## config.mk

```make
export PLATFORM = sky130hd
export DESIGN_NAME = ddr3_ctrl_top
export DESIGN_NICKNAME = d
export VERILOG_FILES = /design/src/source/ddr3_ctrl_pkg.sv /design/src/source/ddr3_init_seq.sv /design/src/source/ddr3_refresh_timer.sv /design/src/source/ddr3_bank_tracker.sv /design/src/source/ddr3_scheduler.sv /design/src/source/ddr3_dfi_cmd_encode.sv /design/src/source/ddr3_ctrl_top.sv
export SDC_FILE = /design/constraint.sdc
export NUM_CORES = 1
export LEC_CHECK = 0
export ABC_CLOCK_PERIOD_IN_PS = 2600
export BUFFER_PORTS_ARGS = -buffer_cell sky130_fd_sc_hd__buf_2
export CORE_ASPECT_RATIO = 1.25
export CORE_MARGIN = 4
export CORE_UTILIZATION = 30
export CTS_CLUSTER_SIZE = 20
export DETAILED_ROUTE_END_ITERATION = 7
export HOLD_SLACK_MARGIN = 0.02
export MAX_ROUTING_LAYER = met4
export PLACE_DENSITY_LB_ADDON = 0.05
export SLEW_MARGIN = 10
export SYNTH_ARGS = -nofsm -noshare
export SYNTH_HDL_FRONTEND = slang
export SYNTH_SLANG_ARGS = --single-unit
```

## constraint.sdc

```tcl
create_clock -name clock -period 2.6 [get_ports clock]
set_input_delay 0.13 -clock clock [delete_from_list [all_inputs] [get_ports clock]]
set_output_delay 0.13 -clock clock [all_outputs]
set_load 0.005 [all_outputs]
```

## src/source/ddr3_ctrl_pkg.sv

```systemverilog
`default_nettype none

package ddr3_ctrl_pkg;

  // --------------------------------------------------
  // Geometry and address map
  // --------------------------------------------------
  localparam int unsigned num_banks = 8;
  localparam int unsigned bank_w = 3;
  // Row width, also the DFI address width
  localparam int unsigned row_w = 15;
  localparam int unsigned addr_w = 32;

  // Map is row, then bank, then column
  localparam int unsigned row_lsb = 14;
  localparam int unsigned bank_lsb = 11;
  localparam int unsigned col_lsb = 4;
  localparam int unsigned col_msb = 10;
  // Column lands on DFI address bits 9 to 3
  localparam int unsigned col_dfi_lsb = 3;
  // All-banks on precharge, auto-precharge on read/write
  localparam int unsigned a10_bit = 10;

  // --------------------------------------------------
  // Commands as {cs_n, ras_n, cas_n, we_n}
  // --------------------------------------------------
  localparam logic [3:0] cmd_nop = 4'b0111;
  localparam logic [3:0] cmd_active = 4'b0011;
  localparam logic [3:0] cmd_read = 4'b0101;
  localparam logic [3:0] cmd_write = 4'b0100;
  localparam logic [3:0] cmd_precharge = 4'b0010;
  localparam logic [3:0] cmd_refresh = 4'b0001;
  localparam logic [3:0] cmd_load_mode = 4'b0000;
  localparam logic [3:0] cmd_zqcl = 4'b0110;

  // Raw code or the four active-low strobes
  typedef union packed {
    logic [3:0] code;
    struct packed {
      logic cs_n;
      logic ras_n;
      logic cas_n;
      logic we_n;
    } pins;
  } ddr_cmd_t;

  // Mode registers
  // DLL off, CL 6, AL 0, CWL 6
  localparam logic [row_w-1:0] mr0_val = 15'h0120;
  localparam logic [row_w-1:0] mr1_val = 15'h0001;
  localparam logic [row_w-1:0] mr2_val = 15'h0008;
  localparam logic [row_w-1:0] mr3_val = 15'h0000;

  // Scheduler states
  typedef enum logic [2:0] {
    state_idle = 3'd0,
    state_activate = 3'd1,
    state_read = 3'd2,
    state_write = 3'd3,
    state_precharge = 3'd4,
    state_refresh = 3'd5
  } state_t;

  // --------------------------------------------------
  // Init and refresh counts, simulation sized
  // --------------------------------------------------
  localparam int unsigned start_delay = 400;
  // CKE released once the count drops to here
  localparam int unsigned cke_release = 350;
  localparam int unsigned t_mr2 = 300;
  localparam int unsigned t_mr3 = 280;
  localparam int unsigned t_mr1 = 260;
  localparam int unsigned t_mr0 = 240;
  localparam int unsigned t_zqcl = 200;
  localparam int unsigned t_prea = 10;

  localparam int unsigned refresh_interval = 200;

  // Shared by init and refresh counters
  localparam int unsigned cnt_w = 10;

endpackage

`default_nettype wire

```

## src/source/ddr3_init_seq.sv

```systemverilog
`timescale 1ns/1ns
`default_nettype none

module ddr3_init_seq (
  input  wire                              clock,
  input  wire                              reset,
  output logic                             cke_o,
  output ddr3_ctrl_pkg::ddr_cmd_t          init_cmd_o,
  output logic [ddr3_ctrl_pkg::bank_w-1:0] init_bank_o,
  output logic [ddr3_ctrl_pkg::row_w-1:0]  init_addr_o,
  output logic                             init_done_o
);
  import ddr3_ctrl_pkg::*;

  logic [cnt_w-1:0] cnt_q;
  logic             done_q;

  // --------------------------------------------------
  // Power-up countdown
  // --------------------------------------------------
  always_ff @(posedge clock) begin
    if (reset) begin
      cnt_q <= cnt_w'(start_delay);
      done_q <= 1'b0;
    end else begin
      // Count parks at zero
      if (cnt_q != '0) begin
        cnt_q <= cnt_q - 1'b1;
      end
      // Done rises together with the count hitting zero
      if (cnt_q == cnt_w'(1)) begin
        done_q <= 1'b1;
      end
    end
  end

  assign init_done_o = done_q;

  // CKE held low through the early part of the delay
  assign cke_o = (cnt_q <= cnt_w'(cke_release));

  // --------------------------------------------------
  // Init commands at fixed counts
  // --------------------------------------------------
  always_comb begin
    init_cmd_o.code = cmd_nop;
    init_bank_o = '0;
    init_addr_o = '0;
    case (cnt_q)
      cnt_w'(t_mr2): begin
        init_cmd_o.code = cmd_load_mode;
        init_bank_o = bank_w'(2);
        init_addr_o = mr2_val;
      end
      cnt_w'(t_mr3): begin
        init_cmd_o.code = cmd_load_mode;
        init_bank_o = bank_w'(3);
        init_addr_o = mr3_val;
      end
      cnt_w'(t_mr1): begin
        init_cmd_o.code = cmd_load_mode;
        init_bank_o = bank_w'(1);
        init_addr_o = mr1_val;
      end
      cnt_w'(t_mr0): begin
        init_cmd_o.code = cmd_load_mode;
        init_bank_o = bank_w'(0);
        init_addr_o = mr0_val;
      end
      // Long ZQ calibration
      cnt_w'(t_zqcl): begin
        init_cmd_o.code = cmd_zqcl;
        init_addr_o[a10_bit] = 1'b1;
      end
      // Close every bank before handing over
      cnt_w'(t_prea): begin
        init_cmd_o.code = cmd_precharge;
        init_addr_o[a10_bit] = 1'b1;
      end
      default: begin
      end
    endcase
  end

endmodule

`default_nettype wire

```

## src/source/ddr3_refresh_timer.sv

```systemverilog
`timescale 1ns/1ns
`default_nettype none

module ddr3_refresh_timer (
  input  wire  clock,
  input  wire  reset,
  input  wire  enable_i,
  input  wire  refresh_done_i,
  output logic refresh_pending_o
);
  import ddr3_ctrl_pkg::*;

  logic [cnt_w-1:0] cnt_q;
  logic             tick;
  logic             pending_q;

  // Interval expired this cycle
  assign tick = enable_i && (cnt_q == '0);

  // Down-counter, one tick per refresh_interval cycles
  always_ff @(posedge clock) begin
    if (reset) begin
      cnt_q <= cnt_w'(refresh_interval - 1);
    end else if (!enable_i) begin
      // Held at reload until init completes
      cnt_q <= cnt_w'(refresh_interval - 1);
    end else if (tick) begin
      cnt_q <= cnt_w'(refresh_interval - 1);
    end else begin
      cnt_q <= cnt_q - 1'b1;
    end
  end

  // Pending until the scheduler has issued the refresh
  // A fresh tick wins over a same-cycle done
  always_ff @(posedge clock) begin
    if (reset) begin
      pending_q <= 1'b0;
    end else if (tick) begin
      pending_q <= 1'b1;
    end else if (refresh_done_i) begin
      pending_q <= 1'b0;
    end
  end

  assign refresh_pending_o = pending_q;

endmodule

`default_nettype wire

```

## src/source/ddr3_bank_tracker.sv

```systemverilog
`timescale 1ns/1ns
`default_nettype none

module ddr3_bank_tracker #(
  parameter int unsigned bank_index = 0
) (
  input  wire                             clock,
  input  wire                             reset,
  input  wire [ddr3_ctrl_pkg::bank_w-1:0] bank_i,
  input  wire [ddr3_ctrl_pkg::row_w-1:0]  row_i,
  input  wire                             activate_i,
  input  wire                             precharge_i,
  input  wire                             precharge_all_i,
  output logic                            is_open_o,
  output logic                            row_hit_o
);
  import ddr3_ctrl_pkg::*;

  logic             sel;
  logic             open_q;
  logic [row_w-1:0] row_q;

  // Strobes apply only when the request targets this bank
  assign sel = (bank_i == bank_w'(bank_index));

  // Open flag
  always_ff @(posedge clock) begin
    if (reset) begin
      open_q <= 1'b0;
    end else if (activate_i && sel) begin
      open_q <= 1'b1;
    end else if (precharge_all_i || (precharge_i && sel)) begin
      open_q <= 1'b0;
    end
  end

  // Active row, only meaningful while open
  always_ff @(posedge clock) begin
    if (activate_i && sel) begin
      row_q <= row_i;
    end
  end

  assign is_open_o = open_q;
  assign row_hit_o = open_q && (row_q == row_i);

endmodule

`default_nettype wire

```

## src/source/ddr3_scheduler.sv

```systemverilog
`timescale 1ns/1ns
`default_nettype none

module ddr3_scheduler (
  input  wire                                 clock,
  input  wire                                 reset,
  input  wire                                 init_done_i,
  input  wire                                 refresh_pending_i,
  output logic                                refresh_done_o,
  input  wire                                 req_valid_i,
  input  wire                                 req_write_i,
  input  wire  [ddr3_ctrl_pkg::addr_w-1:0]    req_addr_i,
  output logic                                req_accept_o,
  input  wire  [ddr3_ctrl_pkg::num_banks-1:0] bank_open_i,
  input  wire  [ddr3_ctrl_pkg::num_banks-1:0] bank_hit_i,
  output logic [ddr3_ctrl_pkg::bank_w-1:0]    req_bank_o,
  output logic [ddr3_ctrl_pkg::row_w-1:0]     req_row_o,
  output logic                                activate_o,
  output logic                                precharge_o,
  output logic                                precharge_all_o,
  output ddr3_ctrl_pkg::ddr_cmd_t             sched_cmd_o,
  output logic [ddr3_ctrl_pkg::bank_w-1:0]    sched_bank_o,
  output logic [ddr3_ctrl_pkg::row_w-1:0]     sched_addr_o
);
  import ddr3_ctrl_pkg::*;

  logic [bank_w-1:0] req_bank;
  logic [row_w-1:0]  req_row;
  logic [row_w-1:0]  req_col;
  logic              for_refresh;
  state_t            rw_state;
  state_t            state_q;
  state_t            state_d;
  state_t            target_q;
  state_t            target_d;

  // --------------------------------------------------
  // Request decode, row / bank / column
  // --------------------------------------------------
  assign req_bank = req_addr_i[bank_lsb +: bank_w];
  assign req_row = req_addr_i[row_lsb +: row_w];

  always_comb begin
    req_col = '0;
    req_col[col_dfi_lsb +: (col_msb - col_lsb + 1)] = req_addr_i[col_msb:col_lsb];
  end

  // Final state for the held request
  assign rw_state = req_write_i ? state_write : state_read;

  // --------------------------------------------------
  // Main FSM with remembered target
  // --------------------------------------------------
  always_comb begin
    state_d = state_q;
    target_d = target_q;
    case (state_q)
      state_idle: begin
        if (!init_done_i) begin
          state_d = state_idle;
        end else if (refresh_pending_i) begin
          // Close open rows first, then refresh
          state_d = (|bank_open_i) ? state_precharge : state_refresh;
          target_d = state_refresh;
        end else if (req_valid_i) begin
          target_d = rw_state;
          if (bank_hit_i[req_bank]) begin
            // Row hit, straight to the access
            state_d = rw_state;
          end else if (bank_open_i[req_bank]) begin
            // Wrong row open in this bank
            state_d = state_precharge;
          end else begin
            state_d = state_activate;
          end
        end
      end
      state_activate: state_d = target_q;
      state_read: state_d = state_idle;
      state_write: state_d = state_idle;
      state_precharge: begin
        state_d = (target_q == state_refresh) ? state_refresh : state_activate;
      end
      state_refresh: state_d = state_idle;
      default: state_d = state_idle;
    endcase
  end

  always_ff @(posedge clock) begin
    if (reset) begin
      state_q <= state_idle;
      target_q <= state_idle;
    end else begin
      state_q <= state_d;
      target_q <= target_d;
    end
  end

  // Precharge on the way to a refresh closes all banks
  assign for_refresh = (target_q == state_refresh);

  // Tracker strobes and handshakes
  assign req_bank_o = req_bank;
  assign req_row_o = req_row;
  assign activate_o = (state_q == state_activate);
  assign precharge_o = (state_q == state_precharge) && !for_refresh;
  assign precharge_all_o = (state_q == state_precharge) && for_refresh;
  assign refresh_done_o = (state_q == state_refresh);
  assign req_accept_o = (state_q == state_read) || (state_q == state_write);

  // --------------------------------------------------
  // Command per state
  // --------------------------------------------------
  always_comb begin
    sched_cmd_o.code = cmd_nop;
    sched_bank_o = '0;
    sched_addr_o = '0;
    case (state_q)
      state_activate: begin
        sched_cmd_o.code = cmd_active;
        sched_bank_o = req_bank;
        sched_addr_o = req_row;
      end
      state_read, state_write: begin
        sched_cmd_o.code = (state_q == state_write) ? cmd_write : cmd_read;
        sched_bank_o = req_bank;
        sched_addr_o = req_col;
        // No auto-precharge, row stays open
        sched_addr_o[a10_bit] = 1'b0;
      end
      state_precharge: begin
        sched_cmd_o.code = cmd_precharge;
        if (for_refresh) begin
          sched_addr_o[a10_bit] = 1'b1;
        end else begin
          sched_bank_o = req_bank;
        end
      end
      state_refresh: sched_cmd_o.code = cmd_refresh;
      default: begin
      end
    endcase
  end

endmodule

`default_nettype wire

```

## src/source/ddr3_dfi_cmd_encode.sv

```systemverilog
`timescale 1ns/1ns
`default_nettype none

module ddr3_dfi_cmd_encode (
  input  wire                              clock,
  input  wire                              reset,
  input  wire                              init_done_i,
  input  wire                              cke_i,
  input  wire ddr3_ctrl_pkg::ddr_cmd_t     init_cmd_i,
  input  wire [ddr3_ctrl_pkg::bank_w-1:0]  init_bank_i,
  input  wire [ddr3_ctrl_pkg::row_w-1:0]   init_addr_i,
  input  wire ddr3_ctrl_pkg::ddr_cmd_t     sched_cmd_i,
  input  wire [ddr3_ctrl_pkg::bank_w-1:0]  sched_bank_i,
  input  wire [ddr3_ctrl_pkg::row_w-1:0]   sched_addr_i,
  output logic                             dfi_cke_o,
  output logic                             dfi_cs_n_o,
  output logic                             dfi_ras_n_o,
  output logic                             dfi_cas_n_o,
  output logic                             dfi_we_n_o,
  output logic [ddr3_ctrl_pkg::bank_w-1:0] dfi_bank_o,
  output logic [ddr3_ctrl_pkg::row_w-1:0]  dfi_address_o
);
  import ddr3_ctrl_pkg::*;

  ddr_cmd_t          cmd_d;
  ddr_cmd_t          cmd_q;
  logic [bank_w-1:0] bank_d;
  logic [row_w-1:0]  addr_d;

  // Init sequence owns the pins until done
  always_comb begin
    cmd_d.code = init_done_i ? sched_cmd_i.code : init_cmd_i.code;
    bank_d = init_done_i ? sched_bank_i : init_bank_i;
    addr_d = init_done_i ? sched_addr_i : init_addr_i;
  end

  // --------------------------------------------------
  // Pin registers, one cycle after selection
  // --------------------------------------------------
  always_ff @(posedge clock) begin
    if (reset) begin
      cmd_q.code <= cmd_nop;
      dfi_bank_o <= '0;
      dfi_address_o <= '0;
      dfi_cke_o <= 1'b0;
    end else begin
      cmd_q <= cmd_d;
      dfi_bank_o <= bank_d;
      dfi_address_o <= addr_d;
      dfi_cke_o <= cke_i;
    end
  end

  // Strobes straight from the pin view
  assign dfi_cs_n_o = cmd_q.pins.cs_n;
  assign dfi_ras_n_o = cmd_q.pins.ras_n;
  assign dfi_cas_n_o = cmd_q.pins.cas_n;
  assign dfi_we_n_o = cmd_q.pins.we_n;

endmodule

`default_nettype wire

```

## src/source/ddr3_ctrl_top.sv

```systemverilog
`timescale 1ns/1ns
`default_nettype none

module ddr3_ctrl_top (
  input  wire                              clock,
  input  wire                              reset,
  input  wire                              req_valid_i,
  input  wire                              req_write_i,
  input  wire [ddr3_ctrl_pkg::addr_w-1:0]  req_addr_i,
  output logic                             req_accept_o,
  output logic                             dfi_cke_o,
  output logic                             dfi_cs_n_o,
  output logic                             dfi_ras_n_o,
  output logic                             dfi_cas_n_o,
  output logic                             dfi_we_n_o,
  output logic [ddr3_ctrl_pkg::bank_w-1:0] dfi_bank_o,
  output logic [ddr3_ctrl_pkg::row_w-1:0]  dfi_address_o
);
  import ddr3_ctrl_pkg::*;

  // Init sequencer outputs
  wire                 cke;
  wire ddr_cmd_t       init_cmd;
  wire [bank_w-1:0]    init_bank;
  wire [row_w-1:0]     init_addr;
  wire                 init_done;
  // Refresh handshake
  wire                 refresh_pending;
  wire                 refresh_done;
  // Scheduler to trackers
  wire [bank_w-1:0]    req_bank;
  wire [row_w-1:0]     req_row;
  wire                 activate;
  wire                 precharge;
  wire                 precharge_all;
  // Trackers back to scheduler
  wire [num_banks-1:0] bank_open;
  wire [num_banks-1:0] bank_hit;
  // Scheduler command
  wire ddr_cmd_t       sched_cmd;
  wire [bank_w-1:0]    sched_bank;
  wire [row_w-1:0]     sched_addr;

  ddr3_init_seq u_init_seq (
    .clock(clock), .reset(reset), .cke_o(cke), .init_cmd_o(init_cmd),
    .init_bank_o(init_bank), .init_addr_o(init_addr), .init_done_o(init_done)
  );

  ddr3_refresh_timer u_refresh_timer (
    .clock(clock), .reset(reset), .enable_i(init_done),
    .refresh_done_i(refresh_done), .refresh_pending_o(refresh_pending)
  );

  ddr3_scheduler u_scheduler (
    .clock(clock), .reset(reset), .init_done_i(init_done),
    .refresh_pending_i(refresh_pending), .refresh_done_o(refresh_done),
    .req_valid_i(req_valid_i), .req_write_i(req_write_i), .req_addr_i(req_addr_i),
    .req_accept_o(req_accept_o), .bank_open_i(bank_open), .bank_hit_i(bank_hit),
    .req_bank_o(req_bank), .req_row_o(req_row), .activate_o(activate),
    .precharge_o(precharge), .precharge_all_o(precharge_all),
    .sched_cmd_o(sched_cmd), .sched_bank_o(sched_bank), .sched_addr_o(sched_addr)
  );

  // One open-row tracker per bank
  for (genvar i = 0; i < num_banks; i++) begin : g_bank
    ddr3_bank_tracker #(.bank_index(i)) u_bank_tracker (
      .clock(clock), .reset(reset), .bank_i(req_bank), .row_i(req_row),
      .activate_i(activate), .precharge_i(precharge),
      .precharge_all_i(precharge_all), .is_open_o(bank_open[i]), .row_hit_o(bank_hit[i])
    );
  end

  ddr3_dfi_cmd_encode u_dfi_cmd_encode (
    .clock(clock), .reset(reset), .init_done_i(init_done), .cke_i(cke),
    .init_cmd_i(init_cmd), .init_bank_i(init_bank), .init_addr_i(init_addr),
    .sched_cmd_i(sched_cmd), .sched_bank_i(sched_bank), .sched_addr_i(sched_addr),
    .dfi_cke_o(dfi_cke_o), .dfi_cs_n_o(dfi_cs_n_o), .dfi_ras_n_o(dfi_ras_n_o),
    .dfi_cas_n_o(dfi_cas_n_o), .dfi_we_n_o(dfi_we_n_o), .dfi_bank_o(dfi_bank_o),
    .dfi_address_o(dfi_address_o)
  );

endmodule

`default_nettype wire

```

# After elaboration in Yosys (flattened, before gate mapping)
# Index checks and enable logic that the tools add are counted.
# word_totals
register_bits	179
latchBits	0
ram_bits	0
mem_bits_ro	0
in_bits	36
out_inout_bits	24
word_cells	168
mem_count	0
# classes
addsub	2
mul	0
n_div	0
order_cmp	2
n_eq_ne	29
n_shift	0
n_mux	47
bitwise	2
n_reduce_logical	59
# op_table
op	n
== test 15 bit	8
== test 10 x 9 -> 1 bit, second input constant	3
two-way mux 3 bit	10
logical AND 1 bit	27
case mux 9 bit (3 select lines)	1
two-way mux 1 bit	25
== test 3 bit, second input constant	7
== test 10 x 8 -> 1 bit, second input constant	2
case mux 10 bit (2 select lines)	1
nonzero test 2 bit	10
subtractor 10 x 1 -> 10 bit, second input constant	2
case mux 3 bit (3 select lines)	2
case mux 4 bit (4 select lines)	1
== test 3 x 2 -> 1 bit, second input constant	4
two-way mux 11 bit	1
== test 10 x 1 -> 1 bit, second input constant	1
== test 10 x 4 -> 1 bit, second input constant	1
less-or-equal comparator 10 x 9 -> 1 bit, second input constant	1
zero test 10 bit	1
nonzero test 10 bit	1
logical OR 1 bit	9
OR reduction 3 bit	3
OR reduction 8 bit	1
binary-select mux 1 bit (select 3 bit)	2
other kinds (13)	17

# Longest topological paths before layout
# depth
word_depth	9
depth_mapped	8
ltp_nobuf	8

# Cells and area by module
# Synthesis repeated with hierarchy kept, for this count alone.
# hier_totals
hier_cells	681
hier_area_um2	8558.2
# modules_own_cells
mod	instances	cells_each	area_per_inst_um2	seq_area_each_um2
ddr3_bank_tracker (g_bank[3].u_bank_tracker ...)	4	41	671.9	470.5
ddr3_bank_tracker (g_bank[1].u_bank_tracker ...)	2	41	676.9	470.5
ddr3_init_seq	1	118	935.9	220.2
ddr3_scheduler	1	107	893.4	120.1
ddr3_dfi_cmd_encode	1	73	833.3	460.4
ddr3_bank_tracker (g_bank[7].u_bank_tracker)	1	41	668.1	470.5
ddr3_bank_tracker (g_bank[0].u_bank_tracker)	1	41	665.6	470.5
ddr3_refresh_timer	1	55	520.5	220.2

# Worst setup path after synthesis
# OpenSTA, ideal clock, no wires.
# synth_path
kind	flip-flop to flip-flop
startpoint	register u_scheduler.state_q[0]
endpoint	register g_bank[4].u_bank_tracker.row_q[0] (enable)
t_arrival_ps	2191
setup_slack_ps	1
path_stages_with_launch	5
n_path_buf	1
cell_sequence	dfxtp_1 > clkbuf_1 > nor3b_1 > nand2_1 > nor3_1
# synth_via
elab_chain_cells	2
# synth_rtl
element	line_no	source
from (decl)	ddr3_scheduler.sv:32	state_t state_q;
from (signal assigned)	ddr3_scheduler.sv:91	state_q <= state_idle;
from (signal assigned)	ddr3_scheduler.sv:94	state_q <= state_d;
== test 3 x 1 -> 1 bit	ddr3_scheduler.sv:105	assign activate_o = (state_q == state_activate);
logical AND 1 bit	ddr3_bank_tracker.sv:39	if (activate_i && sel) begin
to (signal assigned)	ddr3_bank_tracker.sv:40	row_q <= row_i;
to (decl)	ddr3_bank_tracker.sv:21	logic [row_w-1:0] row_q;
# No other way between the ends.
# A chain may end at the register's enable or synchronous reset.

# Final worst setup path
# layout_path
startpoint	register u_scheduler.state_q[0]
endpoint	register g_bank[1].u_bank_tracker.row_q[11] (enable)
# layout_via
elab_chain_cells	2
# layout_rtl
element	line_no
== test 3 x 1 -> 1 bit	ddr3_scheduler.sv:105
logical AND 1 bit	ddr3_bank_tracker.sv:39
to (signal assigned)	ddr3_bank_tracker.sv:40
to (decl)	ddr3_bank_tracker.sv:21
# No other way between the ends.

==> impl_metrics.toml <==
[timing]
grt_setup_unrepaired = "no"
hold_viol = 0
max_clock_freq_mhz = 450.1
worst_pin_slew_ps = 690.7
relSlewSlack_pct = 53.56
clock_skew_ps = 12.78
period_needed_ps = 2222
setup_tns_ps = 0
setup_viol = 0
holdWs_ps = 56.06
timing.final.crit_share_pct = 85.46
slew_violations = 0

[clock_tree]
clk_path_buf_depth = 2
ctsHoldBuffers = 9
clk_latency_ps = 430
numCtsBuffers = 17
clock-sinks = 178
htreeDepth = 4
cts_root_buf = "clkbuf_16"
clk_pin_slew_ps = 70
post-cts-setup-buffer-count = 0
cts_tree = "yes"
post_cts_resized = 0

[hold_path]
hold_depth = 3
hold_class = "input port to flip-flop"
min_from = "req_addr_i[11]"
whs_endpoint = "u_dfi_cmd_encode.dfi_bank_o[0]$_SDFF_PP0_"

[final_layout]
drive_above_1_share_pct = 18.43
syn2layout_area_growth_pct = 18.81
diodes = 0
nets = 755

[routing]
drt-initial-drc-count = 367
avgViaCountPerCell = 4.723
wl_per_cell_um = 18.28
drc = 0
num_vias = 5016
dr.pass1.iters = 5
ant_nets = 0
drt_wl_total_um = 19420

[critical_path]
arrival_ps = 2330
r2r_start = "u_scheduler.state_q[0]$_SDFFE_PP0P_"
cp-start-kind = "flip-flop"
critPathSlowestCell = "dfxtp_1"
cp_common_cell = "buf_4"
cp.required_ps = 2710
rrSetupSlack_ps = 380
rr_worst_depth = 6
r2r_end = "g_bank[1].u_bank_tracker.row_q[11]$_DFFE_PP_"
cp_max_fo = 15
crit_chain = "nor3b_1 > buf_4 > nor2b_1 > nand2_1 > inv_1 > buf_4"
critPathCaptureType = "flip-flop"
cpPeakStageDelay_ps = 470
path_class = "flip-flop to flip-flop"

[floorplan]
ios = 60
die_w_um = 152.6
die_area_um2 = 28790
die_h_um = 188.7
core_um2 = 25460
initial_core_util_pct = 30.78
num_rows = 65

[synth]
synth_edf_count = 120
synthCells = 630
synth-seq-area-share_pct = 60.80
ys_types = 62
syn-num-nets = 671
synth_top_area_cell = "edfxtp_1"
ys.flop_type = "edfxtp_1"
synth_area_leaders = "edfxtp_1 46%, dfxtp_1 15%, xnor2_1 10%"
syn_area_um2 = 7836
yosys_warnings = 0
yosysTopAreaCellShare_pct = 45.98
postSynthAreaPerCell_um2 = 12.44
ys_ff_latch = 178
synthArstFlopShare_pct = 0

[global_route]
use_met3_pct = 2.918
use_met1_pct = 17.94
grt_use_total_pct = 14.16
antenna_found_initial = 1
busiest_layer = "met2"
grt_pass1_vias = 5037
grtUsageMet2_pct = 22.93
overflow = 0
grt_max_degree = 27
grt_pass1_wl_um = 30330

[power_and_ir_drop]
p_per_area_nw_per_um2 = 649.9
irDropWorstVdd_uv = 421.5
power_leakage_uw = 0.003231

[placement]
place_hpwl_um = 13750
port_buffers = 51
place.gp.congestion = 0.8255

[flow_run]
maxCapViolCount = 0

[status]
status = "finished clean"
[synthesized netlist by cell type, drive strengths merged (3+ instances only)]
cell,count
xnor2,91
nor3,12
clkbuf,19
a22o,4
dfxtp,58
a22oi,4
a21oi,17
nand2,47
xor2,46
o21ai,8
a31oi,3
ha,5
a211oi,3
or2,3
nor3b,6
or4,3
nor2b,4
nand3,9
buf,16
edfxtp,120
nand2b,6
nor4,19
inv,16
nand4b,4
nand4,28
and2,9
or3,5
nor2,29
o211ai,8
[area by class of cell]
cell class              instances  area, um2
clock inverters                 9      66.31
repair buffers                100      645.6
multi-input cells             401       2833
flip-flops and latches        178       4765
inverters                      16      60.06
fillers                      2487      16150
well taps                     335      419.2
clock buffers                  23      521.8
[layer usage]
layer	share of wire, %	vias up
met5	0	-
met4	1.4	0
met3	3.6	18
met2	50	106
met1	45	2470
li1	-	2422
[power breakdown]
group	leakage [uW]	internal, uW	switching [uW]
combinational	0.00139	171	250
sequential	0.00155	3040	50.1
clock	0.000292	1430	1110
[logic make-up (layout without fill, tap and decap cells)]
kind of cell,after synthesis,count (layout),synth area share [%]
buf+inv,51,148,3.113
flops,178,178,60.80
xor+xnor,137,137,15.31
simple gates,193,193,13.86
mux,2,2,0.4311
compound gates,63,63,5.636
other cells,1,1,0.04785
fa+ha+maj,5,5,0.7983
[layout by cell type, fill, tap and decap left out, drive strengths merged, types with 3 or more instances in the layout]
| cell type | Yosys | layout |
|---|---|---|
| and2 | 9 | 9 |
| ha | 5 | 5 |
| a211oi | 3 | 3 |
| nor4 | 19 | 19 |
| dfxtp | 58 | 58 |
| nor2 | 29 | 29 |
| edfxtp | 120 | 120 |
| dlygate4sd3 | 0 | 9 |
| or2 | 3 | 3 |
| xor2 | 46 | 46 |
| a22oi | 4 | 4 |
| nor2b | 4 | 4 |
| nor3 | 12 | 12 |
| inv | 16 | 21 |
| clkinv | 0 | 3 |
| o211ai | 8 | 8 |
| o21ai | 8 | 8 |
| buf | 16 | 91 |
| or4 | 3 | 3 |
| nand2b | 6 | 6 |
| or3 | 5 | 5 |
| xnor2 | 91 | 91 |
| nand4b | 4 | 4 |
| a22o | 4 | 4 |
| a31oi | 3 | 3 |
| nor3b | 6 | 6 |
| a21oi | 17 | 17 |
| nand4 | 28 | 28 |
| nand2 | 47 | 47 |
| clkbuf | 19 | 23 |
| nand3 | 9 | 9 |
[flip-flops by register name (all words and copies together), names as in the netlist]
name,count
g_bank.u_bank_tracker.row_q,120
u_init_seq.cnt_q,10
u_dfi_cmd_encode.dfi_address_o,15
u_dfi_cmd_encode.cmd_q,3
u_scheduler.state_q,3
u_scheduler.target_q,3
u_refresh_timer.refresh_pending_o,1
u_dfi_cmd_encode.dfi_bank_o,3
u_dfi_cmd_encode.dfi_cke_o,1
g_bank.u_bank_tracker.is_open_o,8
u_init_seq.init_done_o,1
u_refresh_timer.cnt_q,10
[how the worst max path moves through the flow]
| stage | endpoint | depth (start not counted) | slack, ps | from |
|---|---|---|---|---|
| final | g_bank[1].u_bank_tracker.row_q[11]$_DFFE_PP_ | 6 | 380 | u_scheduler.state_q[0]$_SDFFE_PP0P_ |
| after global routing | g_bank[1].u_bank_tracker.row_q[8]$_DFFE_PP_ | 6 | 230 | u_scheduler.state_q[0]$_SDFFE_PP0P_ |
| after CTS | u_scheduler.state_q[2]$_SDFFE_PP0P_ | 6 | 390 | g_bank[6].u_bank_tracker.is_open_o$_SDFFE_PP0P_ |
| after detailed placement | u_scheduler.state_q[2]$_SDFFE_PP0P_ | 8 | 360 | req_addr_i[20] |
| after global placement | u_scheduler.state_q[2]$_SDFFE_PP0P_ | 8 | 390 | req_addr_i[20] |
| after floorplan | g_bank[4].u_bank_tracker.row_q[0]$_DFFE_PP_ | 4 | 1 | u_scheduler.state_q[0]$_SDFFE_PP0P_ |
[per-stage QoR]
stage          power, uW  util, %  cells  cell area, um2  setup WS, ps
5_1_grt             6327    36.57   1062            9310         229.6
3_3_place_gp        3565    33.91   1021            8632         387.2
2_1_floorplan       3406        -    630            7836        0.9834
6_report            6050    36.57   1062            9310         378.2
4_1_cts             6148    36.57   1062            9310         388.5
3_5_place_dp        3566    33.91   1021            8632         358.6
[worst max-delay path, delay by kind of cell (launching register included)]
family                 cells  cell delay [ps]
AND/OR/NAND/NOR            3              840
buffers and inverters      3              580
flip-flops                 1              470
(Power assumes the default switching activity.)
